**config.mk**
```make
export PLATFORM = sky130hd
export DESIGN_NAME = smc_top
export DESIGN_NICKNAME = d
export VERILOG_FILES = /design/src/rtl/smc_bus_pkg.sv /design/src/rtl/smc_mem_pkg.sv /design/src/rtl/smc_ahb_slave.sv /design/src/rtl/smc_apb_regs.sv /design/src/rtl/smc_emi_fsm.sv /design/src/rtl/smc_top.sv
export SDC_FILE = /design/constraint.sdc
export NUM_CORES = 1
export LEC_CHECK = 0
export BUFFER_PORTS_ARGS = -buffer_cell sky130_fd_sc_hd__buf_4
export CAP_MARGIN = 25
export CORE_ASPECT_RATIO = 0.75
export CORE_MARGIN = 5
export CORE_UTILIZATION = 42
export CTS_CLUSTER_SIZE = 14
export DETAILED_ROUTE_END_ITERATION = 10
export GPL_ROUTABILITY_DRIVEN = 0
export PLACE_DENSITY = 0.85
export SLEW_MARGIN = 0
export SYNTH_ARGS = -nofsm -noshare
export SYNTH_HDL_FRONTEND = slang
export SYNTH_SLANG_ARGS = --single-unit
```
**constraint.sdc**
```tcl
create_clock -name hclk -period 5.3 [get_ports hclk]
set_clock_uncertainty 0.1 [all_clocks]
set_input_delay 0 -clock hclk [delete_from_list [all_inputs] [get_ports hclk]]
set_output_delay 0 -clock hclk [all_outputs]
set_load 0.005 [all_outputs]
```
**src/rtl/smc_bus_pkg.sv**
```systemverilog
// --------------------
// AHB and APB bus definitions
// --------------------

package smc_bus_pkg;

  // --------------------
  // AHB-lite encodings
  // --------------------

  // Transfer type on htrans
  typedef enum logic [1:0] {
    IDLE   = 2'b00,
    BUSY   = 2'b01,
    NONSEQ = 2'b10,
    SEQ    = 2'b11
  } htrans_e;

  // Transfer size on hsize, wider sizes unsupported
  typedef enum logic [2:0] {
    BYTE = 3'b000,
    HALF = 3'b001,
    WORD = 3'b010
  } hsize_e;

  // Slave response, no split or retry
  typedef enum logic [1:0] {
    OKAY  = 2'b00,
    ERROR = 2'b01
  } hresp_e;

  // --------------------
  // APB register map
  // --------------------

  localparam logic [4:0] REG_CTRL    = 5'h00; // Enable control
  localparam logic [4:0] REG_RD_WAIT = 5'h04; // Read wait states
  localparam logic [4:0] REG_WR_WAIT = 5'h08; // Write wait states
  localparam logic [4:0] REG_STATUS  = 5'h0C; // Read-only status

  localparam int CTRL_EN_BIT     = 0; // Controller enable in REG_CTRL
  localparam int STATUS_BUSY_BIT = 0; // Live busy flag in REG_STATUS

endpackage

```
**src/rtl/smc_mem_pkg.sv**
```systemverilog
// --------------------
// EMI cycle definitions
// --------------------

package smc_mem_pkg;

  // --------------------
  // EMI sequencer states
  // --------------------

  // One memory cycle walks SETUP, STROBE, HOLD
  typedef enum logic [1:0] {
    IDLE   = 2'b00, // No cycle, chip select high
    SETUP  = 2'b01, // Address and enables out, write data latched
    STROBE = 2'b10, // Read or write strobe low for wait states plus one
    HOLD   = 2'b11  // Strobes released, AHB data phase completes
  } emi_state_e;

  // --------------------
  // Timing register reset values
  // --------------------

  // Sized to the wait-state count width where they are used
  localparam int unsigned RD_WAIT_RESET = 2;
  localparam int unsigned WR_WAIT_RESET = 2;

  // --------------------
  // Byte-enable helpers
  // --------------------

  // Active-low idle value for smc_n_be and smc_n_we
  localparam logic [3:0] BE_NONE = 4'b1111;

  // Active-high lane patterns before the address shift
  localparam logic [3:0] BE_BYTE = 4'b0001; // Single lane
  localparam logic [3:0] BE_HALF = 4'b0011; // Lane pair
  localparam logic [3:0] BE_WORD = 4'b1111; // All four lanes

endpackage

```
**src/rtl/smc_ahb_slave.sv**
```systemverilog
// --------------------
// SMC AHB-lite slave
// --------------------

module smc_ahb_slave #(
  parameter int ADDR_BITS = 16
) (
  input  logic                 hclk,
  input  logic                 reset,
  input  logic                 hsel,
  input  logic [31:0]          haddr,
  input  logic [1:0]           htrans,
  input  logic                 hwrite,
  input  logic [2:0]           hsize,
  input  logic                 hready,     // Muxed ready from the bus
  input  logic                 enable,     // From CTRL register
  input  logic                 done,       // Sequencer in HOLD
  output logic                 req,        // Start one EMI cycle
  output logic                 req_write,
  output logic [ADDR_BITS-1:0] req_addr,   // Byte address in memory
  output logic [3:0]           req_be,     // Active-high byte lanes
  output logic                 smc_hready,
  output logic [1:0]           smc_hresp,
  output logic                 smc_valid   // Address accepted last cycle
);

  logic accept;   // Address phase taken this edge
  logic legal;    // In range and controller enabled
  logic xfer_q;   // Legal data phase waiting on the sequencer
  logic err1_q;   // First ERROR cycle, hready low
  logic err2_q;   // Second ERROR cycle, hready high
  logic valid_q;

  // --------------------
  // Address phase qualification
  // --------------------

  assign accept = hsel && hready &&
                  (htrans == smc_bus_pkg::NONSEQ || htrans == smc_bus_pkg::SEQ);

  // Anything above the memory size is out of range
  assign legal = enable && ((haddr >> ADDR_BITS) == 32'd0);

  // Request goes out with the address phase so SETUP is the first data cycle
  assign req       = accept && legal;
  assign req_write = hwrite;
  assign req_addr  = haddr[ADDR_BITS-1:0];

  // Lanes from size and low address bits
  always_comb begin
    case (hsize)
      smc_bus_pkg::BYTE: begin
        req_be = smc_mem_pkg::BE_BYTE << haddr[1:0];
      end
      smc_bus_pkg::HALF: begin
        req_be = smc_mem_pkg::BE_HALF << {haddr[1], 1'b0}; // Bit 1 picks the pair
      end
      default: begin
        req_be = smc_mem_pkg::BE_WORD;                     // Word and anything wider
      end
    endcase
  end

  // --------------------
  // Data phase tracking
  // --------------------

  always_ff @(posedge hclk) begin
    if (reset) begin
      xfer_q  <= 1'b0;
      err1_q  <= 1'b0;
      err2_q  <= 1'b0;
      valid_q <= 1'b0;
    end else begin
      valid_q <= accept;                 // One pulse per accepted address
      err1_q  <= accept && !legal;       // Rejected access starts error pair
      err2_q  <= err1_q;
      if (req) begin
        xfer_q <= 1'b1;                  // New transfer wins over done in HOLD
      end else if (done) begin
        xfer_q <= 1'b0;
      end
    end
  end

  // --------------------
  // Response
  // --------------------

  // Low through SETUP and STROBE, released by done in HOLD
  assign smc_hready = !err1_q && (!xfer_q || done);

  assign smc_hresp = (err1_q || err2_q) ? smc_bus_pkg::ERROR : smc_bus_pkg::OKAY;

  assign smc_valid = valid_q;

endmodule

```
**src/rtl/smc_apb_regs.sv**
```systemverilog
// --------------------
// SMC APB registers
// --------------------

module smc_apb_regs #(
  parameter int WAIT_BITS = 4
) (
  input  logic                 hclk,    // Shared AHB and APB clock
  input  logic                 reset,   // Sync reset, active high
  input  logic                 psel,
  input  logic                 penable,
  input  logic                 pwrite,
  input  logic [4:0]           paddr,   // Register offset
  input  logic [31:0]          pwdata,
  input  logic                 busy,    // Live flag from EMI sequencer
  output logic [31:0]          prdata,
  output logic                 enable,  // Controller enable to AHB slave
  output logic [WAIT_BITS-1:0] rd_wait, // Read wait states to sequencer
  output logic [WAIT_BITS-1:0] wr_wait  // Write wait states to sequencer
);

  logic wr_en;

  // No wait states, write lands in the access phase
  assign wr_en = psel && penable && pwrite;

  // --------------------
  // Register writes
  // --------------------

  always_ff @(posedge hclk) begin
    if (reset) begin
      enable  <= 1'b0;                                  // Disabled out of reset
      rd_wait <= WAIT_BITS'(smc_mem_pkg::RD_WAIT_RESET);
      wr_wait <= WAIT_BITS'(smc_mem_pkg::WR_WAIT_RESET);
    end else if (wr_en) begin
      case (paddr)
        smc_bus_pkg::REG_CTRL: begin
          enable <= pwdata[smc_bus_pkg::CTRL_EN_BIT];
        end
        smc_bus_pkg::REG_RD_WAIT: begin
          rd_wait <= pwdata[WAIT_BITS-1:0];
        end
        smc_bus_pkg::REG_WR_WAIT: begin
          wr_wait <= pwdata[WAIT_BITS-1:0];
        end
        // STATUS is read-only, unmapped offsets ignored
        default: begin
        end
      endcase
    end
  end

  // --------------------
  // Read mux
  // --------------------

  always_comb begin
    prdata = '0;                             // Unmapped reads return zero
    if (psel && !pwrite) begin
      case (paddr)
        smc_bus_pkg::REG_CTRL:    prdata[smc_bus_pkg::CTRL_EN_BIT] = enable;
        smc_bus_pkg::REG_RD_WAIT: prdata = 32'(rd_wait);
        smc_bus_pkg::REG_WR_WAIT: prdata = 32'(wr_wait);
        smc_bus_pkg::REG_STATUS:  prdata[smc_bus_pkg::STATUS_BUSY_BIT] = busy;
        default:                  prdata = '0;
      endcase
    end
  end

endmodule

```
**src/rtl/smc_emi_fsm.sv**
```systemverilog
// --------------------
// SMC EMI cycle sequencer
// --------------------

module smc_emi_fsm #(
  parameter int ADDR_BITS = 16,
  parameter int WAIT_BITS = 4
) (
  input  logic                 hclk,
  input  logic                 reset,
  input  logic                 req,          // One pulse per legal transfer
  input  logic                 req_write,
  input  logic [ADDR_BITS-1:0] req_addr,
  input  logic [3:0]           req_be,       // Active-high lanes
  input  logic [31:0]          hwdata,       // Valid in SETUP
  input  logic [WAIT_BITS-1:0] rd_wait,
  input  logic [WAIT_BITS-1:0] wr_wait,
  input  logic [31:0]          data_smc,     // Read data from memory
  output logic                 done,         // High in HOLD
  output logic                 busy,         // Cycle in progress
  output logic [31:0]          smc_hrdata,   // Held until next read
  output logic [31:0]          smc_addr,
  output logic [31:0]          smc_data,
  output logic [3:0]           smc_n_be,
  output logic                 smc_n_cs,
  output logic                 smc_n_wr,
  output logic [3:0]           smc_n_we,
  output logic                 smc_n_rd,
  output logic                 smc_n_ext_oe
);

  smc_mem_pkg::emi_state_e state_q;
  smc_mem_pkg::emi_state_e state_d;

  logic [WAIT_BITS-1:0] cnt_q;    // Remaining STROBE cycles minus one
  logic                 write_q;
  logic                 write_d;
  logic [ADDR_BITS-1:0] addr_q;
  logic [3:0]           be_q;
  logic [3:0]           be_d;
  logic                 load;     // Take a new request this edge
  logic                 last_strobe;

  // New cycle from IDLE or straight out of HOLD
  assign load = req && (state_q == smc_mem_pkg::IDLE || state_q == smc_mem_pkg::HOLD);

  assign last_strobe = (state_q == smc_mem_pkg::STROBE) && (cnt_q == '0);

  // Attributes of the cycle that state_d belongs to
  assign write_d = load ? req_write : write_q;
  assign be_d    = load ? req_be : be_q;

  // --------------------
  // Next state
  // --------------------

  always_comb begin
    state_d = state_q;
    case (state_q)
      smc_mem_pkg::IDLE: begin
        if (req) begin
          state_d = smc_mem_pkg::SETUP;
        end
      end
      smc_mem_pkg::SETUP: begin
        state_d = smc_mem_pkg::STROBE;
      end
      smc_mem_pkg::STROBE: begin
        if (cnt_q == '0) begin
          state_d = smc_mem_pkg::HOLD;
        end
      end
      smc_mem_pkg::HOLD: begin
        state_d = req ? smc_mem_pkg::SETUP : smc_mem_pkg::IDLE; // Back-to-back
      end
      default: begin
        state_d = smc_mem_pkg::IDLE;
      end
    endcase
  end

  // --------------------
  // Control and strobes
  // --------------------

  // Pins decoded from next state so they change cleanly on the edge
  always_ff @(posedge hclk) begin
    if (reset) begin
      state_q      <= smc_mem_pkg::IDLE;
      cnt_q        <= '0;
      write_q      <= 1'b0;
      done         <= 1'b0;
      busy         <= 1'b0;
      smc_n_cs     <= 1'b1;
      smc_n_rd     <= 1'b1;
      smc_n_we     <= smc_mem_pkg::BE_NONE;
      smc_n_wr     <= 1'b1;
      smc_n_ext_oe <= 1'b1;
      smc_n_be     <= smc_mem_pkg::BE_NONE;
    end else begin
      state_q <= state_d;
      write_q <= write_d;
      if (load) begin
        cnt_q <= req_write ? wr_wait : rd_wait;      // STROBE runs W+1 cycles
      end else if (state_q == smc_mem_pkg::STROBE && cnt_q != '0) begin
        cnt_q <= cnt_q - WAIT_BITS'(1);
      end
      done         <= (state_d == smc_mem_pkg::HOLD);
      busy         <= (state_d != smc_mem_pkg::IDLE);
      smc_n_cs     <= (state_d == smc_mem_pkg::IDLE);
      smc_n_rd     <= !((state_d == smc_mem_pkg::STROBE) && !write_d);
      smc_n_we     <= ((state_d == smc_mem_pkg::STROBE) && write_d) ? ~be_d
                                                                    : smc_mem_pkg::BE_NONE;
      smc_n_wr     <= !((state_d != smc_mem_pkg::IDLE) && write_d);
      smc_n_ext_oe <= !((state_d != smc_mem_pkg::IDLE) && write_d); // Drive data bus
      smc_n_be     <= (state_d != smc_mem_pkg::IDLE) ? ~be_d : smc_mem_pkg::BE_NONE;
    end
  end

  // --------------------
  // Address and data
  // --------------------

  always_ff @(posedge hclk) begin
    if (load) begin
      addr_q <= req_addr;
      be_q   <= req_be;
    end
    if (state_q == smc_mem_pkg::SETUP) begin
      smc_data <= hwdata;                 // First data-phase cycle
    end
    if (last_strobe && !write_q) begin
      smc_hrdata <= data_smc;             // Sampled before n_rd rises
    end
  end

  // Word aligned, lanes carried by the byte enables
  assign smc_addr = 32'({addr_q[ADDR_BITS-1:2], 2'b00});

endmodule

```
**src/rtl/smc_top.sv**
```systemverilog
// --------------------
// Static memory controller top
// --------------------

module smc_top #(
  parameter int ADDR_BITS = 16, // Memory is 2^ADDR_BITS bytes
  parameter int WAIT_BITS = 4   // Width of wait-state counts
) (
  input  logic        hclk,         // AHB clock, APB runs on it too
  input  logic        reset,        // Sync reset, active high
  // APB
  input  logic        psel,
  input  logic        penable,
  input  logic        pwrite,
  input  logic [4:0]  paddr,
  input  logic [31:0] pwdata,
  output logic [31:0] prdata,
  // AHB-lite
  input  logic        hsel,
  input  logic [31:0] haddr,
  input  logic [1:0]  htrans,
  input  logic        hwrite,
  input  logic [2:0]  hsize,
  input  logic [31:0] hwdata,
  input  logic        hready,       // Muxed ready
  output logic [31:0] smc_hrdata,
  output logic        smc_hready,
  output logic        smc_valid,
  output logic [1:0]  smc_hresp,
  // EMI
  input  logic [31:0] data_smc,     // Read data from memory
  output logic [31:0] smc_addr,
  output logic [31:0] smc_data,     // Write data to memory
  output logic [3:0]  smc_n_be,
  output logic        smc_n_cs,
  output logic        smc_n_wr,
  output logic [3:0]  smc_n_we,
  output logic        smc_n_rd,
  output logic        smc_n_ext_oe,
  output logic        smc_busy
);

  logic                 enable;
  logic [WAIT_BITS-1:0] rd_wait;
  logic [WAIT_BITS-1:0] wr_wait;
  logic                 req;
  logic                 req_write;
  logic [ADDR_BITS-1:0] req_addr;
  logic [3:0]           req_be;
  logic                 done;

  // --------------------
  // Configuration
  // --------------------

  smc_apb_regs #(
    .WAIT_BITS (WAIT_BITS)
  ) i_smc_apb_regs (
    .hclk    (hclk),
    .reset   (reset),
    .psel    (psel),
    .penable (penable),
    .pwrite  (pwrite),
    .paddr   (paddr),
    .pwdata  (pwdata),
    .busy    (smc_busy),   // Status reads the live flag
    .prdata  (prdata),
    .enable  (enable),
    .rd_wait (rd_wait),
    .wr_wait (wr_wait)
  );

  // --------------------
  // Bus side
  // --------------------

  smc_ahb_slave #(
    .ADDR_BITS (ADDR_BITS)
  ) i_smc_ahb_slave (
    .hclk       (hclk),
    .reset      (reset),
    .hsel       (hsel),
    .haddr      (haddr),
    .htrans     (htrans),
    .hwrite     (hwrite),
    .hsize      (hsize),
    .hready     (hready),
    .enable     (enable),
    .done       (done),
    .req        (req),
    .req_write  (req_write),
    .req_addr   (req_addr),
    .req_be     (req_be),
    .smc_hready (smc_hready),
    .smc_hresp  (smc_hresp),
    .smc_valid  (smc_valid)
  );

  // --------------------
  // Memory side
  // --------------------

  smc_emi_fsm #(
    .ADDR_BITS (ADDR_BITS),
    .WAIT_BITS (WAIT_BITS)
  ) i_smc_emi_fsm (
    .hclk         (hclk),
    .reset        (reset),
    .req          (req),
    .req_write    (req_write),
    .req_addr     (req_addr),
    .req_be       (req_be),
    .hwdata       (hwdata),      // Straight from the bus, latched in SETUP
    .rd_wait      (rd_wait),
    .wr_wait      (wr_wait),
    .data_smc     (data_smc),
    .done         (done),
    .busy         (smc_busy),
    .smc_hrdata   (smc_hrdata),
    .smc_addr     (smc_addr),
    .smc_data     (smc_data),
    .smc_n_be     (smc_n_be),
    .smc_n_cs     (smc_n_cs),
    .smc_n_wr     (smc_n_wr),
    .smc_n_we     (smc_n_we),
    .smc_n_rd     (smc_n_rd),
    .smc_n_ext_oe (smc_n_ext_oe)
  );

endmodule

```
==> flow_summary_export.csv, run 1 <==
group,metric,value,unit
floorplanning,num_io_pins,291,
sta,rsz0062_at_grt,"false",
worst_hold_path,hold-path-cell-count,5,
drt,first_pass_iters,6,
logic_synthesis,synth_warnings,0,
sta,slew_headroom,0.391,
logic_synthesis,syn_avg_cell_area,14.4,um2
logic_synthesis,ys_seq_elements,115,
clock_tree,numCtsBuffers,17,
critical_path,startpoint_type,"register",
grt,grt_usage,0.243,
pwr,power_density,296,mW/mm2
place,numPortBuffers,214,
layout,fillerInstances,622,
sta,setup_ws,2420,ps
logic_synthesis,synth_edf_count,78,
critical_path,crit_path_top_delay_cell,"nor4_1",
critical_path,ff2ff_path_depth,4,
critical_path,path_max_fanout,14,
drt,vias,3760,
logic_synthesis,synthFlopType,"edfxtp_1",
clock_tree,cts_post_setup_buffers_inserted,0,
clock_tree,tritoncts,"yes",
clock_tree,htreeDepth,4,
logic_synthesis,seq_area_frac_synth,0.696,
logic_synthesis,syn-cell-area,0.00443,mm2
drt,routedWlPerCell,20.4,um
sta,hold_viol,0,
worst_hold_path,hold_class,"in -> reg",
place,dpl.hpwl,9800,um
sta,slew_violations,0,
sta,fin_crit,2880,ps
floorplanning,dieArea,0.0127,mm2
critical_path,worstPathRequired,5230,ps
logic_synthesis,async_reset_ff_frac,0,
clock_tree,cts_resized,0,
drt,drc,0,
grt,grt_max_degree,33,
sta,period_share,0.544,
logic_synthesis,synth_cells,307,
drt,drt-vias-per-instance,4.80,
grt,grt.overflow.total,0,
critical_path,slowest_delay,830,ps
clock_tree,cts_root_buffer,"clkbuf_16",
clock_tree,clk_latency,400,ps
critical_path,cp.arrival,2810,ps
drt,drt_iter0_drc,219,
floorplanning,start_util,0.430,
critical_path,endpoint_kind,"register",
floorplanning,die_x,129,um
layout,utilization,0.740,
run_status,status,"finished clean",
layout,diodes,0,
pwr,peakVddDrop,0.000287,V
critical_path,crit_chain,"inv_1, ha_1, nor4_1, and2_1",
clock_tree,clock_sinks,115,
critical_path,crit_type,"reg -> reg",
floorplanning,num_rows,32,
sta,fin_setup_tns,0,ps
floorplanning,placeableCoreArea,0.0103,mm2
grt,antenna_found_initial,0,
clock_tree,clk_pin_slew_worst_paths,60,ps
place,pre_cts_slack,2490,ps
pwr,p_leak,3.18,nW
place,placed_cells,651,
sta,finalSetupViolCount,0,
grt,grt_pass1_wl,23000,um
layout,final_nets,786,
grt,first_global_vias,3859,
layout,syn_to_final_growth,71.8,%
floorplanning,die_height,98.9,um
drt,drt-total-wl,16000,um
logic_synthesis,synthDistinctLibCells,44,
drt,detail-route-antenna-nets,0,
clock_tree,clock_tree.buffer_depth,2,
layout,drive_above_1_share,0.403,
layout,fin_cells,784,
sta,max_freq,347,MHz
sta,tightest_slew,905,ps
flow_run,max_cap_viol_count,0,
layer usage:
layer | wire, um | vias to the layer above | global-route usage
met1 | 6050 | 1796 | 0.278
met5 | 0 | - | 0
met2 | 7890 | 238 | 0.418
met3 | 1640 | 32 | 0.0883
li1 | - | 1694 | -
met4 | 455 | 0 | 0.0880
layout make-up:
class / instances / area (um2) / share of cell area
flip-flops and latches: 115 / 3080 / 0.405
repair buffers: 317 / 2630 / 0.346
multi-input cells: 174 / 1100 / 0.145
clock buffers: 17 / 425 / 0.0559
well taps: 136 / 170 / 0.0224
clock inverters: 15 / 158 / 0.0207
inverters: 10 / 37.5 / 0.00493
critical path: cells and delay by family (launching register included):
family | cells | cell delay [ps]
simple gates | 2 | 1500
fa+ha+maj | 1 | 430
flops | 1 | 380
buf+inv | 1 | 100
final timing paths:
check,slack (ps),startpoint,endpoint
max,2420,i_smc_emi_fsm.state_q[0],i_smc_emi_fsm.addr_q[7]
min,30,haddr[0],i_smc_emi_fsm.be_q[1]
max reg2reg,2420,i_smc_emi_fsm.state_q[0],i_smc_emi_fsm.addr_q[7]
min reg2reg,390,i_smc_emi_fsm.be_q[0],i_smc_emi_fsm.be_q[0]
layout by cell type, fill, tap and decap left out, types with 3 or more instances in the layout:
| cell type | count |
|---|---|
| a211oi_1 | 5 |
| or4_4 | 3 |
| o21ai_0 | 4 |
| clkinv_4 | 5 |
| mux2i_1 | 16 |
| dlygate4sd3_1 | 101 |
| clkbuf_16 | 17 |
| nor3_1 | 3 |
| edfxtp_1 | 78 |
| conb_1 | 47 |
| o2111ai_1 | 4 |
| buf_4 | 216 |
| ha_1 | 5 |
| nor4_1 | 6 |
| o21a_1 | 4 |
| or2_2 | 3 |
| nor2b_1 | 5 |
| dfxtp_1 | 37 |
| a22oi_1 | 4 |
| nand3_1 | 5 |
| inv_6 | 3 |
| nor2_1 | 19 |
| o211ai_1 | 4 |
| a21oi_1 | 7 |
| inv_1 | 10 |
| nand2_1 | 7 |
timing repair:
item | CTS | global route
hold buffers | 101 | 0
hold endpoints to repair | 110 | 0
endpoints found under the setup margin | 0 | 0
where the power goes:
group	switching (W)	leakage, nW	internal (W)
clock	0.000435	0.279	0.000695
sequential	0.000000458	0.999	0.000957
combinational	0.0000561	1.91	0.000105
total	0.000492	3.18	0.00176
per-stage QoR:
step / power [W] / hold slack, ps / cell area [um2]
after detailed placement: 0.00107 / 79.3 / 6020
after global routing: 0.00231 / 45.3 / 7610
after global placement: 0.00106 / 79.0 / 6020
after floorplan: 0.00102 / -43.8 / 4600
after CTS: 0.00224 / 6.24 / 7610
final: 0.00225 / 28.3 / 7610
synthesized netlist by cell type (all sizes together), types with 5 or more instances:
| library cell | count | area (um2) |
|---|---|---|
| edfxtp | 78 | 2340 |
| buf | 49 | 365 |
| dfxtp | 37 | 741 |
| nor2 | 19 | 71.3 |
| mux2i | 16 | 160 |
| inv | 10 | 37.5 |
| nor4 | 8 | 56.3 |
| a21oi | 7 | 35.0 |
| nand2 | 7 | 26.3 |
| a211oi | 5 | 37.5 |
| clkbuf | 5 | 18.8 |
| ha | 5 | 62.6 |
| nand3 | 5 | 25.0 |
| nor2b | 5 | 31.3 |
registers in the layout, summed over array words and instances (netlist names), 2 cells and up:
name                      cells
i_smc_apb_regs.rd_wait        4
i_smc_emi_fsm.smc_n_we        4
i_smc_apb_regs.wr_wait        4
i_smc_emi_fsm.state_q         2
i_smc_emi_fsm.be_q            4
i_smc_emi_fsm.addr_q         14
i_smc_emi_fsm.smc_data       32
i_smc_emi_fsm.cnt_q           4
i_smc_emi_fsm.smc_hrdata     32
i_smc_emi_fsm.smc_n_be        4
kinds of logic (layout without fill, tap and decap cells):
| group | count (synthesis) | in the layout | share of synthesized area |
|---|---|---|---|
| compound gates | 39 | 39 | 0.0630 |
| xor+xnor | 1 | 1 | 0.00198 |
| fa+ha+maj | 5 | 5 | 0.0141 |
| buf+inv | 64 | 359 | 0.0952 |
| flops | 115 | 115 | 0.696 |
| mux | 18 | 18 | 0.0412 |
| other cells | 1 | 47 | 0.000847 |
| simple gates | 64 | 64 | 0.0876 |
(Power assumes the default switching activity.)
==> inputs of run 2 (changes only) <==
Settings changed: ABC_AREA from default to 1.
Clock period 5.3 ns to 2.7 ns, I/O delays scaled along.
==> run 2 against run 1 <==
  * Critical path depth grew 8
  * Critical path type is now in -> reg
  * Sequential power grew 140%
  * Combinational power grew to 6.2 times the previous value
  * Global-route usage shrank 0.52 points
  * Total power grew 150%
  * Non-clock buffer count grew 1
==> flow_summary_export.csv, run 2 <==
group,metric,value,unit
run_status,status,"finished clean",
critical_path,crit_path_top_delay_cell,"dlygate4sd3_1",
layout,reg_top3,"i_smc_emi_fsm.smc_data x32, i_smc_emi_fsm.smc_hrdata x32, i_smc_emi_fsm.addr_q x14",
critical_path,startpoint_type,"primary input",
logic_synthesis,syn-cell-area,0.00446,mm2
grt,first_global_vias,4090,
worst_hold_path,hold_class,"in -> reg",
layout,final_cell_mix,"217 x buf_4, 101 x dlygate4sd3_1, 78 x edfxtp_1",
sta,hold_viol,0,
logic_synthesis,synth_warnings,0,
sta,fin_setup_tns,0,ps
drt,drt-vias-per-instance,4.60,
critical_path,startpoint,"hsize[1]",
floorplanning,placeableCoreArea,0.0103,mm2
grt,grt_use_met1,0.267,
grt,grt.overflow.total,0,
logic_synthesis,netlist.top_cell.by_area,"edfxtp_1",
drt,detail-route-antenna-nets,0,
critical_path,regToRegStartpoint,"i_smc_emi_fsm.state_q[0]",
grt,busiest_layer,"met2",
layout,final_nets,861,
drt,drt-total-wl,15700,um
pwr,power_density,729,mW/mm2
logic_synthesis,synth_cells,378,
critical_path,crit_type,"in -> reg",
sta,max_freq,451,MHz
logic_synthesis,synthFlopType,"edfxtp_1",
drt,first_pass_iters,5,
clock_tree,clock_tree.buffer_depth,2,
layout,syn_to_final_growth,71.9,%
critical_path,rrSetupSlack,740,ps
place,dpl.hpwl,9690,um
logic_synthesis,synth_most_common_cell,"edfxtp_1",
layout,layout_commonest_cell,"buf_4",
clock_tree,clk_pin_slew_worst_paths,50,ps
clock_tree,cts_resized,0,
clock_tree,tritoncts,"yes",
floorplanning,dieArea,0.0128,mm2
sta,period_share,0.821,
sta,fin_crit,2220,ps
floorplanning,num_io_pins,291,
logic_synthesis,async_reset_ff_frac,0,
critical_path,ff2ff_path_depth,8,
clock_tree,clk_latency,400,ps
sta,hold_slack,47.0,ps
layout,drive_above_1_share,0.368,
sta,slew_violations,0,
critical_path,cp.depth,12,
grt,grt_usage,0.238,
critical_path,crit_chain,"dlygate4sd3_1, buf_4, nor2_1, nand2_1, nand2_1, dlygate4sd3_1, a21oi_1, dlygate4sd3_1, nand2_1, o21ai_1, inv_1, nand2_1",
logic_synthesis,synth.top_cell.area_share,0.525,
floorplanning,die_height,99.3,um
clock_tree,cts_root_buffer,"clkbuf_16",
drt,drc,0,
critical_path,crit_top_cell,"nand2_1",
sta,finalSetupViolCount,0,
place,numPortBuffers,214,
logic_synthesis,synth.area.top_cells,"edfxtp_1 52%, dfxtp_1 17%, buf_4 8.1%, nand2_1 5.2%, nor2_1 3.1%",
floorplanning,start_util,0.432,
grt,grt_util_met2,0.421,
critical_path,critical_path_buf_inv_count,5,
critical_path,r2r-end,"i_smc_emi_fsm.smc_n_we[1]",
clock_tree,htreeDepth,4,
critical_path,cp.arrival,2400,ps
floorplanning,num_rows,32,
logic_synthesis,synth_commonest_cells,"78 x edfxtp_1, 62 x nand2_1, 48 x buf_4",
critical_path,critPathTopFamily,"buffers and inverters",
grt,grt_max_degree,33,
drt,vias,3950,
pwr,p_leak,3.43,nW
logic_synthesis,synth_edf_count,78,
logic_synthesis,ys_seq_elements,115,
drt,drt_iter0_drc,365,
clock_tree,clock_sinks,115,
critical_path,path_max_fanout,3,
critical_path,slowest_delay,570,ps
drt,routedWlPerCell,18.3,um
critical_path,worstPathRequired,2880,ps
logic_synthesis,syn_avg_cell_area,11.8,um2
floorplanning,die_x,129,um
logic_synthesis,synthDistinctLibCells,28,
grt,grt_use_met3,0.0800,
pwr,peakVddDrop,0.000549,V
critical_path,endpoint_kind,"register",
grt,antenna_found_initial,0,
flow_run,max_cap_viol_count,0,
sta,rsz0062_at_grt,"false",
clock_tree,numCtsBuffers,17,
logic_synthesis,seq_area_frac_synth,0.691,
critical_path,cp-endpoint,"i_smc_emi_fsm.smc_n_we[3]",
layout,diodes,0,
grt,grt_pass1_wl,22700,um
-- run 2: changes by cell type in the layout (fill, tap and decap cells not counted), moves of 5 or more --
cell	delta
nand3_1	+12
a211oi_1	-5
nor2_2	+5
nor2b_1	-5
nor2_1	+17
inv_1	+23
clkbuf_1	+5
a21oi_1	+9
nand2_1	+55
o21ai_0	+6
nor4_1	-6
mux2i_1	-14
-- run 2: how the worst min path moves through the flow --
stage	from	endpoint	cells past startpoint
2_1_floorplan	reset	i_smc_apb_regs.enable	1
3_3_place_gp	haddr[15]	i_smc_emi_fsm.addr_q[15]	1
3_5_place_dp	data_smc[21]	i_smc_emi_fsm.smc_hrdata[21]	1
4_1_cts	psel	i_smc_apb_regs.rd_wait[3]	5
5_1_grt	psel	i_smc_apb_regs.rd_wait[3]	5
6_report	psel	i_smc_apb_regs.rd_wait[3]	5
-- run 2: timing repair --
item	4_1_cts	5_1_grt
hold buffers	101	0
hold endpoints to repair	111	0
setup buffers	0	0
-- run 2: layer usage --
metal  part of all wire  vias up
met4              0.028        0
met3              0.083       25
met1               0.37     1867
li1                   -     1829
met5                  0        -
met2               0.52      229
-- run 2: cells by family (layout without fill, tap and decap cells) --
kind of cell / Yosys count / count (layout) / synth area share
AO/OA/AOI/OAI: 31 / 31 / 0.0381
XOR/XNOR: 1 / 1 / 0.00196
adder cells (fa/ha/maj): 5 / 5 / 0.0140
buffers and inverters: 88 / 387 / 0.116
flip-flops: 115 / 115 / 0.691
multiplexers: 2 / 2 / 0.00449
other: 1 / 47 / 0.000840
AND/OR/NAND/NOR: 135 / 135 / 0.134
-- run 2: worst register-to-register path: cells and delay by family, from the launching register on --
| kind | cells | cell delay [ps] |
|---|---|---|
| adder cells (fa/ha/maj) | 1 | 360 |
| flip-flops | 1 | 360 |
| AND/OR/NAND/NOR | 5 | 690 |
| buffers and inverters | 2 | 320 |
-- run 2: layout make-up --
class / count / area, um2
clock buffers: 22 / 444
fillers: 638 / 2660
inverters: 37 / 139
well taps: 136 / 170
flip-flops and latches: 115 / 3080
clock inverters: 10 / 160
repair buffers: 318 / 2640
multi-input cells: 221 / 1040
-- run 2: stage by stage --
step | worst slack [ps] | util | power, W | instances | area, um2
6_report | 483 | 0.743 | 0.00560 | 859 | 7670
5_1_grt | 266 | 0.743 | 0.00580 | 859 | 7670
4_1_cts | 518 | 0.743 | 0.00556 | 859 | 7670
3_5_place_dp | 753 | 0.586 | 0.00313 | 726 | 6060
3_3_place_gp | 861 | 0.586 | 0.00309 | 726 | 6060
2_1_floorplan | 199 | - | 0.00263 | 424 | 4640
-- run 2: power breakdown --
part	total [W]	internal (W)	switching, W
logic	0.000996	0.000487	0.000509
registers	0.00226	0.00217	0.0000901
clock network	0.00234	0.00154	0.000796
total	0.00560	0.00420	0.00140
